## src/verilog/microCalcPkg.sv

```systemverilog
// Shared definitions for the microprogrammed 8-bit calculator
// Widths, microword field encodings and fixed microaddresses

package microCalcPkg;

        typedef logic [7:0]  dataT;                     // Operand, temp and result word
        typedef logic [3:0]  opcodeT;                   // Operation code, also the page
        typedef logic [7:0]  microAddrT;                // Page in [7:4], step in [3:0]
        typedef logic [23:0] microWordT;                // Stored microword, bit 8 unused

        // ------------------------------------------------------------------
        // Microword field encodings
        // ------------------------------------------------------------------
        typedef enum logic [3:0] {
                count       = 4'b0110,                  // Step to next microaddress
                branch      = 4'b1110,                  // Unconditional jump
                waitGo      = 4'b0100,                  // Hold while go low
                waitRelease = 4'b1100,                  // Hold while go high
                dispatch    = 4'b1111,                  // Jump to opcode page, load inputs
                loopNonZero = 4'b0101,                  // Jump while F nonzero
                jumpIfZero  = 4'b1101                   // Jump when F zero
        } branchOpE;

        typedef enum logic [4:0] {
                allOnes   = 5'b11100,
                allZeros  = 5'b10011,
                passB     = 5'b11010,
                aPlusB    = 5'b01001,
                aMinusB   = 5'b00110,                   // Needs carry in set
                aMinusOne = 5'b01111
        } aluFuncE;

        typedef enum logic [2:0] {
                toF         = 3'b011,
                toTempBoth  = 3'b100,
                toTempB     = 3'b101,
                toTempA     = 3'b110,
                toFAndTempA = 3'b010,
                toNone      = 3'b111
        } aluDestE;

        // Fixed points of the microprogram
        localparam microAddrT   resetAddr    = 8'h00;   // Power-up sequence start
        localparam microAddrT   idleAddr     = 8'h0D;   // Wait for go
        localparam logic [3:0]  dispatchStep = 4'h1;    // First step of every opcode page

endpackage
```

## src/verilog/microCalculator.sv

```systemverilog
// Top level of the microprogrammed 8-bit calculator
// Sequencer, control store, ALU and registers

module microCalculator (
        input  logic                 clk,
        input  logic                 reset,
        input  logic                 go,
        input  microCalcPkg::opcodeT opcode,
        input  microCalcPkg::dataT   dataA,
        input  microCalcPkg::dataT   dataB,
        output microCalcPkg::dataT   result
);

        microCalcPkg::microAddrT microAddress;
        microCalcPkg::microAddrT nextAddress;
        microCalcPkg::branchOpE  branchOp;
        microCalcPkg::aluFuncE   aluFunc;
        microCalcPkg::aluDestE   aluDest;
        microCalcPkg::dataT      operandA;
        microCalcPkg::dataT      operandB;
        microCalcPkg::dataT      tempA;
        microCalcPkg::dataT      tempB;
        microCalcPkg::dataT      aluOut;
        logic                    carryIn;
        logic                    aSource;
        logic                    bSource;
        logic                    resultZero;
        logic                    loadInputs;

        microSequencer microSequencer_i (
                .clk(clk), .reset(reset), .go(go), .opcode(opcode),
                .nextAddress(nextAddress), .branchOp(branchOp), .resultZero(resultZero),
                .microAddress(microAddress), .loadInputs(loadInputs)
        );

        controlStore controlStore_i (
                .microAddress(microAddress), .nextAddress(nextAddress), .branchOp(branchOp),
                .aluFunc(aluFunc), .carryIn(carryIn), .aSource(aSource), .bSource(bSource),
                .aluDest(aluDest)
        );

        aluUnit aluUnit_i (
                .operandA(operandA), .operandB(operandB), .tempA(tempA), .tempB(tempB),
                .aSource(aSource), .bSource(bSource), .carryIn(carryIn),
                .aluFunc(aluFunc), .aluOut(aluOut)
        );

        workRegisters workRegisters_i (
                .clk(clk), .reset(reset), .loadInputs(loadInputs),
                .dataA(dataA), .dataB(dataB), .aluOut(aluOut), .aluDest(aluDest),
                .operandA(operandA), .operandB(operandB), .tempA(tempA), .tempB(tempB),
                .result(result), .resultZero(resultZero)
        );

endmodule

```

## src/verilog/workRegisters.sv

```systemverilog
// Register file of the calculator
// Input operands, two temporaries and the F result register

module workRegisters (
        input  logic                  clk,
        input  logic                  reset,
        input  logic                  loadInputs,
        input  microCalcPkg::dataT    dataA,
        input  microCalcPkg::dataT    dataB,
        input  microCalcPkg::dataT    aluOut,
        input  microCalcPkg::aluDestE aluDest,
        output microCalcPkg::dataT    operandA,
        output microCalcPkg::dataT    operandB,
        output microCalcPkg::dataT    tempA,
        output microCalcPkg::dataT    tempB,
        output microCalcPkg::dataT    result,
        output logic                  resultZero
);

        logic writeF;
        logic writeTempA;
        logic writeTempB;

        assign writeF     = (aluDest == microCalcPkg::toF) ||
                            (aluDest == microCalcPkg::toFAndTempA);
        assign writeTempA = (aluDest == microCalcPkg::toTempA) ||
                            (aluDest == microCalcPkg::toTempBoth) ||
                            (aluDest == microCalcPkg::toFAndTempA);
        assign writeTempB = (aluDest == microCalcPkg::toTempB) ||
                            (aluDest == microCalcPkg::toTempBoth);

        always_ff @(posedge clk) begin
                if (reset) begin
                        operandA <= '0;
                        operandB <= '0;
                        tempA    <= '0;
                        tempB    <= '0;
                        result   <= '0;
                end else begin
                        if (loadInputs) begin           // Dispatch edge
                                operandA <= dataA;
                                operandB <= dataB;
                        end
                        if (writeF)     result <= aluOut;
                        if (writeTempA) tempA  <= aluOut;
                        if (writeTempB) tempB  <= aluOut;
                end
        end

        assign resultZero = (result == 8'h00);          // Branch test uses the stored F

        // Wait steps with no destination keep the result on display
        assert property (@(posedge clk) disable iff (reset)
                aluDest == microCalcPkg::toNone |=> $stable(result));

endmodule

```

## src/verilog/aluUnit.sv

```systemverilog
// ALU of the calculator
// Picks input or temp operands and applies the microword function

module aluUnit (
        input  microCalcPkg::dataT    operandA,
        input  microCalcPkg::dataT    operandB,
        input  microCalcPkg::dataT    tempA,
        input  microCalcPkg::dataT    tempB,
        input  logic                  aSource,
        input  logic                  bSource,
        input  logic                  carryIn,
        input  microCalcPkg::aluFuncE aluFunc,
        output microCalcPkg::dataT    aluOut
);

        microCalcPkg::dataT aSide;
        microCalcPkg::dataT bSide;

        assign aSide = aSource ? operandA : tempA;      // 1 selects the input register
        assign bSide = bSource ? operandB : tempB;

        // All results wrap modulo 256
        always_comb begin
                case (aluFunc)
                microCalcPkg::allOnes:   aluOut = 8'hFF;
                microCalcPkg::allZeros:  aluOut = 8'h00;
                microCalcPkg::passB:     aluOut = bSide;
                microCalcPkg::aPlusB:    aluOut = aSide + bSide + {7'd0, carryIn};
                microCalcPkg::aMinusB:   aluOut = aSide + ~bSide + {7'd0, carryIn};
                microCalcPkg::aMinusOne: aluOut = aSide - 8'd1;
                default:                 aluOut = 8'hFF;
                endcase
        end

endmodule

```

## src/verilog/microSequencer.sv

```systemverilog
// Microaddress counter of the calculator
// Counts, branches, waits on go and dispatches on the opcode

module microSequencer (
        input  logic                    clk,
        input  logic                    reset,
        input  logic                    go,
        input  microCalcPkg::opcodeT    opcode,
        input  microCalcPkg::microAddrT nextAddress,
        input  microCalcPkg::branchOpE  branchOp,
        input  logic                    resultZero,         // Registered F is zero
        output microCalcPkg::microAddrT microAddress,
        output logic                    loadInputs
);

        microCalcPkg::microAddrT addrPlusOne;
        microCalcPkg::microAddrT addrNext;

        assign addrPlusOne = microAddress + 8'd1;
        assign loadInputs  = !reset && (branchOp == microCalcPkg::dispatch);   // Dispatch step

        always_comb begin
                case (branchOp)
                microCalcPkg::count:       addrNext = addrPlusOne;
                microCalcPkg::branch:      addrNext = nextAddress;
                microCalcPkg::waitGo:      addrNext = go ? addrPlusOne : nextAddress;
                microCalcPkg::waitRelease: addrNext = go ? nextAddress : addrPlusOne;
                microCalcPkg::dispatch:    addrNext = {opcode, microCalcPkg::dispatchStep};
                microCalcPkg::loopNonZero: addrNext = resultZero ? addrPlusOne : nextAddress;
                microCalcPkg::jumpIfZero:  addrNext = resultZero ? nextAddress : addrPlusOne;
                default:                   addrNext = microCalcPkg::resetAddr;
                endcase
        end

        // Page nibble doubles as the opcode register after dispatch
        always_ff @(posedge clk) begin
                if (reset) begin
                        microAddress <= microCalcPkg::resetAddr;
                end else begin
                        microAddress <= addrNext;
                end
        end

        // Dispatch step is entered only from idle
        assert property (@(posedge clk) disable iff (reset)
                loadInputs |-> $past(microAddress) == microCalcPkg::idleAddr);

endmodule

```

## src/verilog/controlStore.sv

```systemverilog
// Microprogram table for the calculator
// Maps a microaddress to its microword and splits out the fields

module controlStore (
        input  microCalcPkg::microAddrT microAddress,
        output microCalcPkg::microAddrT nextAddress,
        output microCalcPkg::branchOpE  branchOp,
        output microCalcPkg::aluFuncE   aluFunc,
        output logic                    carryIn,
        output logic                    aSource,            // 1 input A, 0 temp A
        output logic                    bSource,            // 1 input B, 0 temp B
        output microCalcPkg::aluDestE   aluDest
);

        microCalcPkg::microWordT word;

        // Packs the fields at their fixed bit positions
        function automatic microCalcPkg::microWordT mw(
                input microCalcPkg::aluDestE   dest,
                input logic                    cin,
                input microCalcPkg::aluFuncE   func,
                input logic                    bSrc,
                input logic                    aSrc,
                input microCalcPkg::branchOpE  bop,
                input microCalcPkg::microAddrT next);
                mw = {dest, cin, func, bSrc, aSrc, bop, 1'b0, next};
        endfunction

        always_comb begin
                case (microAddress)
                // ----------------------------------------------------------------
                // Power-up and idle
                // ----------------------------------------------------------------
                8'h00: word = mw(microCalcPkg::toF, 1'b0, microCalcPkg::allOnes, 1'b1, 1'b1,
                                 microCalcPkg::branch, 8'h0B);              // Flash FF
                8'h0B: word = mw(microCalcPkg::toTempBoth, 1'b0, microCalcPkg::allOnes, 1'b1,
                                 1'b1, microCalcPkg::count, 8'h00);         // Temps to known value
                8'h0C: word = mw(microCalcPkg::toF, 1'b0, microCalcPkg::allZeros, 1'b1, 1'b1,
                                 microCalcPkg::count, 8'h00);               // Flash 00
                8'h0D: word = mw(microCalcPkg::toF, 1'b0, microCalcPkg::allOnes, 1'b1, 1'b1,
                                 microCalcPkg::waitGo, microCalcPkg::idleAddr);
                8'h0E: word = mw(microCalcPkg::toF, 1'b0, microCalcPkg::allOnes, 1'b1, 1'b1,
                                 microCalcPkg::dispatch,
                                 {4'hF, microCalcPkg::dispatchStep});       // Page from opcode
                // ----------------------------------------------------------------
                // Opcode 3, add
                // ----------------------------------------------------------------
                8'h31: word = mw(microCalcPkg::toF, 1'b0, microCalcPkg::aPlusB, 1'b1, 1'b1,
                                 microCalcPkg::count, 8'h00);               // A + B into F
                8'h32: word = mw(microCalcPkg::toNone, 1'b0, microCalcPkg::allOnes, 1'b1, 1'b1,
                                 microCalcPkg::waitRelease, 8'h32);
                8'h33: word = mw(microCalcPkg::toF, 1'b0, microCalcPkg::allZeros, 1'b1, 1'b1,
                                 microCalcPkg::branch, microCalcPkg::idleAddr);
                // ----------------------------------------------------------------
                // Opcode 7, subtract
                // ----------------------------------------------------------------
                8'h71: word = mw(microCalcPkg::toF, 1'b1, microCalcPkg::aMinusB, 1'b1, 1'b1,
                                 microCalcPkg::count, 8'h00);               // A + ~B + 1
                8'h72: word = mw(microCalcPkg::toNone, 1'b0, microCalcPkg::allOnes, 1'b1, 1'b1,
                                 microCalcPkg::waitRelease, 8'h72);
                8'h73: word = mw(microCalcPkg::toF, 1'b0, microCalcPkg::allZeros, 1'b1, 1'b1,
                                 microCalcPkg::branch, microCalcPkg::idleAddr);
                // ----------------------------------------------------------------
                // Opcode 12, multiply. Temp A counts B down, temp B sums A
                // ----------------------------------------------------------------
                8'hC1: word = mw(microCalcPkg::toTempB, 1'b0, microCalcPkg::allZeros, 1'b0,
                                 1'b1, microCalcPkg::count, 8'h00);         // Clear sum
                8'hC2: word = mw(microCalcPkg::toF, 1'b0, microCalcPkg::passB, 1'b1, 1'b1,
                                 microCalcPkg::count, 8'h00);               // F = B for zero test
                8'hC3: word = mw(microCalcPkg::toTempA, 1'b0, microCalcPkg::passB, 1'b1, 1'b1,
                                 microCalcPkg::jumpIfZero, 8'hC7);          // B of 0 is done
                8'hC4: word = mw(microCalcPkg::toFAndTempA, 1'b0, microCalcPkg::aMinusOne,
                                 1'b0, 1'b0, microCalcPkg::count, 8'h00);   // Count one less
                8'hC5: word = mw(microCalcPkg::toTempB, 1'b0, microCalcPkg::aPlusB, 1'b0, 1'b1,
                                 microCalcPkg::count, 8'h00);               // Sum += A
                8'hC6: word = mw(microCalcPkg::toFAndTempA, 1'b0, microCalcPkg::aMinusOne,
                                 1'b0, 1'b0, microCalcPkg::loopNonZero, 8'hC5);
                8'hC7: word = mw(microCalcPkg::toF, 1'b0, microCalcPkg::passB, 1'b0, 1'b0,
                                 microCalcPkg::waitRelease, 8'hC7);         // Show sum
                8'hC8: word = mw(microCalcPkg::toF, 1'b0, microCalcPkg::allZeros, 1'b1, 1'b1,
                                 microCalcPkg::branch, microCalcPkg::idleAddr);
                // Unused addresses and opcodes restart the power-up sequence
                default: word = mw(microCalcPkg::toF, 1'b0, microCalcPkg::allOnes, 1'b1, 1'b1,
                                   microCalcPkg::branch, microCalcPkg::resetAddr);
                endcase
        end

        assign nextAddress = word[7:0];
        assign branchOp    = microCalcPkg::branchOpE'(word[12:9]);
        assign aSource     = word[13];
        assign bSource     = word[14];
        assign aluFunc     = microCalcPkg::aluFuncE'(word[19:15]);
        assign carryIn     = word[20];
        assign aluDest     = microCalcPkg::aluDestE'(word[23:21]);

        // Table holds only known branch encodings
        always_comb begin
                assert final (branchOp inside {microCalcPkg::count, microCalcPkg::branch,
                        microCalcPkg::waitGo, microCalcPkg::waitRelease, microCalcPkg::dispatch,
                        microCalcPkg::loopNonZero, microCalcPkg::jumpIfZero});
        end

endmodule

```

## config.mk

```make
export PLATFORM = sky130hd
export DESIGN_NAME = microCalculator
export DESIGN_NICKNAME = d
export VERILOG_FILES = /design/src/verilog/microCalcPkg.sv /design/src/verilog/microCalculator.sv /design/src/verilog/workRegisters.sv /design/src/verilog/aluUnit.sv /design/src/verilog/microSequencer.sv /design/src/verilog/controlStore.sv
export SDC_FILE = /design/constraint.sdc
export NUM_CORES = 1
export LEC_CHECK = 0
export BUFFER_PORTS_ARGS = -buffer_cell sky130_fd_sc_hd__clkbuf_2
export CAP_MARGIN = 20
export CORE_UTILIZATION = 35
export DETAILED_ROUTE_END_ITERATION = 8
export PLACE_DENSITY = 0.58
export SETUP_SLACK_MARGIN = 0.1
export SYNTH_ARGS = -nofsm -noshare
export SYNTH_HDL_FRONTEND = slang
export SYNTH_SLANG_ARGS = --single-unit
```

## constraint.sdc

```tcl
create_clock -name clk -period 4.8 [get_ports clk]
set_input_delay 0.96 -clock clk [delete_from_list [all_inputs] [get_ports clk]]
set_output_delay 0.96 -clock clk [all_outputs]
set_load 0.01 [all_outputs]
```

==> results of run 1 <==
[path summary, 6_finish.rpt]
check             depth (start not counted)                              from                          end  slack [ps]
setup reg to reg                         14  microSequencer_i.microAddress[0]    workRegisters_i.result[5]         450
setup / recovery                         14  microSequencer_i.microAddress[0]    workRegisters_i.result[5]         450
hold reg to reg                           2       workRegisters_i.operandA[7]  workRegisters_i.operandA[7]         470
hold / removal                            2       workRegisters_i.operandA[7]  workRegisters_i.operandA[7]         470
[cell families after synthesis]
family | Yosys count | share of synthesized area
and+or+nand+nor | 186 | 0.234
buffers and inverters | 56 | 0.0600
xor gates and xnor gates | 28 | 0.0622
AOI/OAI and AO/OA | 163 | 0.292
muxes | 20 | 0.0523
adders and majority gates | 19 | 0.0622
DFF | 48 | 0.236
[power groups by stage]
stage	Clock (mW)	Combinational [mW]	Sequential, mW
after floorplan	0	0.738	0.582
after global placement	0	0.900	0.615
after detailed placement	0	0.911	0.617
after CTS	0.422	0.919	0.609
after global routing	0.438	1.03	0.627
final	0.416	0.930	0.612
[synthesized netlist by cell type, drive strengths merged, types with 6 or more instances]
master   n  area, um2
ha      17        213
nor3    13       70.1
o21ai   18       90.1
o22ai    8       56.3
xnor2   18        165
o211ai   6       45.0
mux2     7       82.6
inv     21       78.8
buf     20        109
xor2    10       87.6
clkbuf  15       56.3
nand3    7       35.0
a21oi   42        221
o211a    6       60.1
nor4     7       65.1
a211oi  26        208
nand2   53        199
mux2i   13        130
dfxtp   48        961
nor2    62        233
a21o     6       45.0
o31ai    7       52.6
[worst max-delay path: cells and delay by family, from the launching register on]
family	cells	cell delay [ps]
flip-flops	1	410
adder cells (fa/ha/maj)	2	860
XOR/XNOR	1	160
AND/OR/NAND/NOR	4	880
AO/OA/AOI/OAI	4	1040
buffers and inverters	2	360
multiplexers	1	520
[stage by stage]
step	hold slack [ps]	power, mW	cell area (um2)
2_1_floorplan	434	1.32	4060
3_3_place_gp	457	1.52	4290
3_5_place_dp	460	1.53	4290
4_1_cts	470	1.95	4460
5_1_grt	506	2.09	4460
6_report	466	1.96	4460
[metal layers]
| layer | vias to the layer above | track usage | part of all wire |
|---|---|---|---|
| met5 | - | 0 | 0 |
| li1 | 1922 | - | - |
| met2 | 100 | 0.301 | 0.44 |
| met3 | 8 | 0.0391 | 0.058 |
| met1 | 1814 | 0.287 | 0.49 |
| met4 | 0 | 0.0438 | 0.0061 |
[area by class of cell]
cell class / instances / area share
clock buffers: 5 / 0.0280
clock inverters: 3 / 0.0104
inverters: 21 / 0.0177
multi-input cells: 416 / 0.642
flip-flops and latches: 48 / 0.215
well taps: 140 / 0.0393
repair buffers: 38 / 0.0471
[sequential cells by signal, indices dropped and copies added, names as in the netlist]
signal / count
workRegisters_i.operandA: 8
workRegisters_i.operandB: 8
workRegisters_i.result: 8
microSequencer_i.microAddress: 8
workRegisters_i.tempB: 8
workRegisters_i.tempA: 8
==> run_results.csv, run 1 <==
group,metric,value,unit
global_route,grt-ovfl-total,0,
synth,syn-num-nets,562,
detailed_routing,via_per_inst,5.73,
detailed_routing,postRouteAntennaNets,0,
setup_path,crit_required,4970,ps
sta,fin_ws,451,ps
final_layout,synthToLayoutAreaGrowth,9.79,%
clock_network,cts_resized,0,
placed_design,hpwl,8.64,mm
sta,final-setup-viol-count,0,
run,cap_violations,0,
clock_network,cts_buffers,5,
pwr,p_int,1.12,mW
setup_path,crit_chain,"inv_1, ha_1, or2_4, a2111oi_4, buf_4, mux2i_1, ha_1, or3_1, o311a_1, xor2_1, nor2_1, a2111oi_2, o211a_1, nor3_1",
setup_path,path_class,"reg2reg",
sta,max_clock_freq,0.230,GHz
sta,worst_clock_skew,9.17,ps
detailed_routing,drtIter0Drc,287,
floorplan,coreArea,11100,um2
pwr,irDropWorstVdd,0.215,mV
clock_network,cts_hold_buffers,0,
floorplan,dieArea,12000,um2
sta,finalSetupTns,0,ps
synth,synth_area_per_cell,7.82,um2
pwr,clkPwrFrac,0.212,
synth,synthDistinctLibCells,79,
clock_network,cts_tree,"yes",
final_layout,fin_cells,671,
placed_design,port_buffers,30,
sta,slew_violations,0,
synth,yosysWarnings,0,
detailed_routing,firstDrtPassIters,5,
global_route,grt_pass1_wl,18.5,mm
global_route,track_usage,0.198,
synth,ys_seq_elements,48,
pwr,p_comb_frac,0.475,
final_layout,fill_cells,1143,
pwr,power.density,439,nW/um2
pwr,power_leakage,1.75,nW
clock_network,clkSinkCount,48,
detailed_routing,vias,3844,
final_layout,final_common_cell,"nor2_1",
detailed_routing,drt_wl_total,11.5,mm
floorplan,io_pins,31,
placed_design,dpl_worst_slack,557,ps
setup_path,cp-end-kind,"register",
global_route,grt_pass1_vias,3513,
sta,fin_crit_sh,0.906,
final_layout,nNetsFinal,572,
pwr,seqPwrFrac,0.313,
clock_network,cts_max_level,2,
sta,rsz0062_at_grt,"no",
pwr,p_sw_frac,0.430,
final_layout,mostFrequentLayoutCells,"nor2_1, nand2_1, dfxtp_1, a21oi_1, clkbuf_2",
setup_path,crit_fanout,16,
sta,period_minus_slack,4350,ps
synth,syn_inst,520,
final_layout,n_antenna_cell,0,
synth,yosysSeqAreaShare,0.236,
setup_path,crit_slowest_cell,"mux2i_1",
detailed_routing,drcViolationCount,0,
clock_network,clk_pin_slew,70,ps
placed_design,gp_congestion,0.907,
clock_network,cts_buffer_depth,2,
synth,synth_edf_count,0,
clock_network,post-cts-setup-buffers,0,
floorplan,die_y,110,um
detailed_routing,wire_per_inst,17.1,um
clock_network,clk_latency,300,ps
floorplan,die_w,110,um
sta,tightestPinTransition,784,ps
final_layout,multi_input_area,2870,um2
run_status,outcome,"finished clean",
setup_path,critPathMaxStageDelay,520,ps
final_layout,ff_latch_area,961,um2
hold_path,hp-class,"reg2reg",
final_layout,fin_util,0.403,
floorplan,num_rows,38,
synth,syn_area,4060,um2
placed_design,dpl.cell_count,663,
global_route,antenna_found_initial,0,
setup_path,start_kind,"register",
synth,ys_async_sr_fraction,0,
clock_network,clock-root-buffer,"clkbuf_16",
sta,worst_slew_margin_rel,0.478,
sta,hold_viol,0,
global_route,grt_max_degree,42,
setup_path,crit_top_cell,"ha_1",
final_layout,post_route_cells_drive_above_1_share,0.151,
floorplan,start_util,0.367,
pwr,p_switching,842,uW
synth,synth_ff_type,"dfxtp_1",
setup_path,cp.arrival,4520,ps
Note: power is estimated with default switching activity, not from simulation.
==> run 2: changes to the inputs <==
--- a/config.mk
+++ b/config.mk
@@ -5,11 +5,12 @@
 export SDC_FILE = /design/constraint.sdc
 export NUM_CORES = 1
 export LEC_CHECK = 0
-export BUFFER_PORTS_ARGS = -buffer_cell sky130_fd_sc_hd__clkbuf_2
 export CAP_MARGIN = 20
 export CORE_UTILIZATION = 35
 export DETAILED_ROUTE_END_ITERATION = 8
-export PLACE_DENSITY = 0.58
+export DONT_BUFFER_PORTS = 1
+export GPL_TIMING_DRIVEN = 0
+export PLACE_DENSITY = 0.56
 export SETUP_SLACK_MARGIN = 0.1
 export SYNTH_ARGS = -nofsm -noshare
 export SYNTH_HDL_FRONTEND = slang
==> run 2 against run 1 <==
Sequential share of layout area barely moved; fmax increased by 1.3%; clock skew down 3.7 ps; register-to-register slack gained 60 ps; total power up 0.81%; sequential power down 2%; setup slack better by 57 ps; global-route usage up 1.7 points; count of clock-buffer cells in the layout increased by 1; critical endpoint is now workRegisters_i.result[7].
==> run_results.csv, run 2 (synthesis gave the netlist of run 1 again) <==
group,metric,value,unit
run_status,outcome,"finished clean",
sta,rsz0062_at_grt,"no",
detailed_routing,drcViolationCount,0,
pwr,p_int,1.13,mW
pwr,seqPwrFrac,0.305,
placed_design,gp_congestion,0.893,
clock_network,cts_buffer_depth,2,
sta,slew_violations,0,
global_route,grt_max_degree,20,
setup_path,critPathMaxStageDelay,570,ps
floorplan,io_pins,31,
detailed_routing,drt_wl_total,12.1,mm
floorplan,coreArea,11100,um2
hold_path,hp-class,"reg2reg",
sta,holdWs,463,ps
pwr,p_switching,844,uW
floorplan,dieArea,12000,um2
sta,period_minus_slack,4290,ps
pwr,p_sw_frac,0.428,
pwr,irDropWorstVdd,0.379,mV
sta,fin_ws,508,ps
hold_path,timing.hold.worst_path_depth,2,
sta,worst_clock_skew,5.47,ps
setup_path,crit_family,"compound AO/OA/AOI/OAI gates",
floorplan,num_rows,38,
detailed_routing,wire_per_inst,17.9,um
placed_design,port_buffers,0,
final_layout,post_route_cells_drive_above_1_share,0.122,
floorplan,die_w,110,um
sta,finalSetupTns,0,ps
setup_path,critPathLaunch,"microSequencer_i.microAddress[0]",
setup_path,crit_fanout,7,
clock_network,clk_latency,290,ps
hold_path,hold_start,"workRegisters_i.operandB[4]",
sta,final-setup-viol-count,0,
placed_design,hpwl,9.45,mm
run,cap_violations,0,
setup_path,r2r_start,"microSequencer_i.microAddress[0]",
setup_path,crit_chain,"inv_1, ha_1, or2_4, a2111oi_4, buf_4, mux2i_1, inv_1, ha_1, a21oi_1, or3_1, o311a_1, o21ai_1, xor2_1, nor2_1, and3b_1, o32ai_1",
pwr,power.density,441,nW/um2
clock_network,clock-root-buffer,"clkbuf_16",
final_layout,n_antenna_cell,0,
setup_path,reg2reg_to,"workRegisters_i.result[7]",
final_layout,synthToLayoutAreaGrowth,10.0,%
final_layout,mostFrequentLayoutCells,"nor2_1, nand2_1, dfxtp_1, a21oi_1, a211oi_1",
hold_path,hold-path-endpoint,"workRegisters_i.operandB[4]",
placed_design,dpl_worst_slack,42.5,ps
clock_network,clk_pin_slew,70,ps
pwr,total_power,1.97,mW
setup_path,crit_buf_inv,3,
pwr,power_leakage,1.72,nW
global_route,grt_pass1_vias,3652,
sta,max_clock_freq,0.233,GHz
setup_path,start_kind,"register",
clock_network,cts_hold_buffers,0,
detailed_routing,via_per_inst,5.85,
global_route,grt-ovfl-total,0,
setup_path,cp-end-kind,"register",
setup_path,ff2ff_path_depth,16,
sta,hold_viol,0,
floorplan,start_util,0.367,
setup_path,crit_slowest_cell,"mux2i_1",
clock_network,cts_tree,"yes",
global_route,antenna_found_initial,0,
sta,tightestPinTransition,781,ps
detailed_routing,firstDrtPassIters,5,
final_layout,final_common_cell,"nor2_1",
global_route,grt_pass1_wl,19.8,mm
pwr,clkPwrFrac,0.211,
clock_network,cts_max_level,2,
setup_path,rrSetupSlack,510,ps
placed_design,dpl-instance-area,4240,um2
clock_network,cts_buffers,5,
setup_path,cp.arrival,4500,ps
detailed_routing,vias,3934,
global_route,track_usage,0.215,
floorplan,die_y,110,um
final_layout,postLayoutCellArea,4470,um2
detailed_routing,postRouteAntennaNets,0,
setup_path,crit_required,5000,ps
pwr,p_comb_frac,0.484,
clock_network,clkSinkCount,48,
final_layout,nNetsFinal,574,
sta,fin_crit_sh,0.894,
sta,worst_slew_margin_rel,0.475,
detailed_routing,drtIter0Drc,334,
setup_path,path_class,"reg2reg",
run 2: per-stage QoR:
| stage | cells | util |
|---|---|---|
| after global routing | 673 | 0.404 |
| final | 673 | 0.404 |
| after floorplan | 520 | - |
| after CTS | 668 | 0.399 |
| after detailed placement | 661 | 0.383 |
| after global placement | 660 | 0.383 |
run 2: worst max path at each step:
| stage | to | slack, ps | depth (start not counted) |
|---|---|---|---|
| after detailed placement | workRegisters_i.result[5] | 40 | 18 |
| after global routing | workRegisters_i.tempB[6] | 170 | 18 |
| after global placement | workRegisters_i.result[5] | 30 | 18 |
| final | workRegisters_i.result[7] | 510 | 16 |
| after CTS | workRegisters_i.result[5] | 120 | 15 |
| after floorplan | workRegisters_i.result[5] | 810 | 18 |
run 2: repair_timing:
action	in CTS	in global routing
gates resized for setup	1	2
pin swaps	0	2
setup buffers	0	5
hold endpoints to repair	0	0
setup endpoints to repair	2	13
run 2: power groups by stage:
stage | Sequential, mW | Combinational [mW] | Clock, mW
final | 0.602 | 0.956 | 0.416
after detailed placement | 0.609 | 0.929 | 0
after floorplan | 0.582 | 0.738 | 0
after CTS | 0.601 | 0.939 | 0.421
after global placement | 0.604 | 0.918 | 0
after global routing | 0.619 | 1.06 | 0.434
run 2: worst register-to-register path, stage by stage (launching register included):
cell and delay, ps:
dfxtp_1 420, inv_1 110, ha_1 310, or2_4 310
a2111oi_4 280, buf_4 220, mux2i_1 580, inv_1 100
ha_1 370, a21oi_1 110, or3_1 320, o311a_1 150
o21ai_1 240, xor2_1 100, nor2_1 140, and3b_1 200
o32ai_1 250
run 2: layer usage:
layer	global-route usage	part of all wire	routed length (um)	up-vias
li1	-	-	-	1932
met1	0.315	0.49	5870	1866
met2	0.336	0.45	5440	124
met3	0.0237	0.048	585	12
met4	0.0505	0.015	176	0
met5	0	0	0	-
run 2: final cells by class:
class / count / area [um2]
multi-input cells: 416 / 2870
well taps: 140 / 175
repair buffers: 6 / 42.5
fillers: 1162 / 6610
flip-flops and latches: 48 / 961
inverters: 21 / 78.8
clock inverters: 2 / 38.8
clock buffers: 6 / 139
plain buffers: 34 / 165
==> run 3: changes to the inputs <==
--- a/config.mk
+++ b/config.mk
@@ -10,7 +10,7 @@
 export DETAILED_ROUTE_END_ITERATION = 8
 export DONT_BUFFER_PORTS = 1
 export GPL_TIMING_DRIVEN = 0
-export PLACE_DENSITY = 0.56
+export PLACE_DENSITY = 0.61
 export SETUP_SLACK_MARGIN = 0.1
 export SYNTH_ARGS = -nofsm -noshare
 export SYNTH_HDL_FRONTEND = slang
==> run 3 against run 2 <==
Die area unchanged; register-to-register slack lost 120 ps; via count is 0.38% higher; critical path depth rose by 1; sequential cell count is the same; global-route usage shrank 1.2 points; routed wire length fell by 2.8%; sequential share of layout area about the same; clock skew is 2.8 ps lower; worst hold slack improved by 2.1 ps; core utilization about the same; largest power group unchanged; highest routed layer unchanged.
==> run_results.csv, run 3 (synthesis gave the netlist of run 1 again) <==
group,metric,value,unit
run_status,outcome,"finished clean",
detailed_routing,firstDrtPassIters,7,
hold_path,hp-class,"reg2reg",
floorplan,dieArea,12000,um2
clock_network,clock-root-buffer,"clkbuf_16",
clock_network,cts_tree,"yes",
global_route,track_usage,0.203,
sta,max_clock_freq,0.227,GHz
global_route,grt-ovfl-total,0,
detailed_routing,vias,3949,
setup_path,crit_required,4960,ps
detailed_routing,drtIter0Drc,396,
sta,period_minus_slack,4410,ps
sta,holdWs,465,ps
global_route,grt_max_degree,20,
sta,worst_slew_margin_rel,0.250,
sta,worst_clock_skew,2.72,ps
pwr,p_comb_frac,0.483,
setup_path,start_kind,"register",
setup_path,cp.arrival,4570,ps
pwr,power.density,442,nW/um2
setup_path,path_class,"reg2reg",
pwr,seqPwrFrac,0.304,
sta,slew_violations,0,
floorplan,die_w,110,um
sta,final-setup-viol-count,0,
setup_path,cp-end-kind,"register",
placed_design,dpl_worst_slack,4.22,ps
pwr,p_sw_frac,0.428,
detailed_routing,wire_per_inst,17.5,um
sta,hold_viol,0,
final_layout,nNetsFinal,573,
global_route,antenna_found_initial,0,
setup_path,crit_fanout,19,
clock_network,clk_latency,290,ps
pwr,p_int,1.13,mW
final_layout,n_antenna_cell,0,
floorplan,num_rows,38,
floorplan,start_util,0.367,
clock_network,cts_hold_buffers,0,
floorplan,die_y,110,um
pwr,power_leakage,1.72,nW
final_layout,final_common_cell,"nor2_1",
placed_design,gp_congestion,0.965,
floorplan,coreArea,11100,um2
sta,finalSetupTns,0,ps
clock_network,clk_pin_slew,70,ps
sta,tightestPinTransition,1120,ps
sta,fin_crit_sh,0.918,
pwr,p_switching,846,uW
detailed_routing,via_per_inst,5.88,
clock_network,clkSinkCount,48,
placed_design,hpwl,9.18,mm
placed_design,port_buffers,0,
pwr,clkPwrFrac,0.213,
final_layout,synthToLayoutAreaGrowth,9.91,%
floorplan,io_pins,31,
final_layout,mostFrequentLayoutCells,"nor2_1, nand2_1, dfxtp_1, a21oi_1, a211oi_1",
global_route,grt_pass1_wl,19.0,mm
global_route,grt_pass1_vias,3587,
final_layout,fin_util,0.403,
clock_network,cts_buffers,5,
detailed_routing,postRouteAntennaNets,0,
detailed_routing,drcViolationCount,0,
sta,rsz0062_at_grt,"no",
run,cap_violations,0,
final_layout,post_route_cells_drive_above_1_share,0.120,
clock_network,cts_max_level,2,
clock_network,cts_buffer_depth,2,
sta,fin_ws,392,ps
final_layout,fill_cells,1145,
detailed_routing,drt_wl_total,11.7,mm
pwr,irDropWorstVdd,0.256,mV
-- run 3: cell count changes in the layout (fill, tap and decap cells not counted), sizes merged --
cell | before | now
buf | 24 | 23
-- run 3: final timing paths --
path                                    startpoint                           to  slack [ps]  cells after the start
setup / recovery  microSequencer_i.microAddress[6]    workRegisters_i.result[4]         390                     17
hold / removal         workRegisters_i.operandB[0]  workRegisters_i.operandB[0]         460                      2
setup reg to reg  microSequencer_i.microAddress[6]    workRegisters_i.result[4]         390                     17
hold reg to reg        workRegisters_i.operandB[0]  workRegisters_i.operandB[0]         460                      2
-- run 3: power groups by stage --
| stage | registers (mW) | clock network (mW) | logic, mW |
|---|---|---|---|
| final | 0.600 | 0.420 | 0.955 |
| after CTS | 0.599 | 0.426 | 0.935 |
| after global routing | 0.614 | 0.445 | 1.05 |
| after global placement | 0.602 | 0 | 0.913 |
| after floorplan | 0.582 | 0 | 0.738 |
| after detailed placement | 0.607 | 0 | 0.928 |
-- run 3: timing repair --
| action | in CTS | in global routing |
|---|---|---|
| endpoints found under the setup margin | 3 | 10 |
| buffers inserted | 0 | 5 |
| pin swaps | 0 | 1 |
| hold endpoints to repair | 0 | 0 |
| resized for setup | 1 | 2 |
-- run 3: critical path: stages, from the launching register on --
cell       delay [ps]
dfxtp_1           350
buf_2             250
nand4bb_2         210
buf_2             260
nor4_4            470
clkbuf_4          370
mux2i_1           440
fa_1              290
inv_1              50
ha_1              190
nor2_1             90
nor2_1             60
nor2_1            110
o22ai_2           100
xnor2_1           170
a211oi_1          540
o211a_1           270
nor3_2             50
-- run 3: per-stage QoR --
stage,power (mW),instances,area (um2)
3_3_place_gp,1.51,660,4240
5_1_grt,2.11,672,4470
6_report,1.97,672,4470
4_1_cts,1.96,667,4410
3_5_place_dp,1.53,660,4240
2_1_floorplan,1.32,520,4060
-- run 3: cell type report --
| cell class | instances | area, um2 | area share |
|---|---|---|---|
| well taps | 140 | 175 | 0.0392 |
| plain buffers | 34 | 165 | 0.0370 |
| clock inverters | 2 | 38.8 | 0.00868 |
| multi-input cells | 416 | 2870 | 0.643 |
| clock buffers | 6 | 139 | 0.0311 |
| repair buffers | 5 | 37.5 | 0.00840 |
| inverters | 21 | 78.8 | 0.0176 |
| flip-flops and latches | 48 | 961 | 0.215 |
-- run 3: metal layers --
metal / vias to the layer above / track usage / wire length (um)
li1: 1935 / - / -
met1: 1873 / 0.292 / 5600
met2: 124 / 0.319 / 5350
met3: 17 / 0.0237 / 594
met4: 0 / 0.0552 / 187
met5: - / 0 / 0
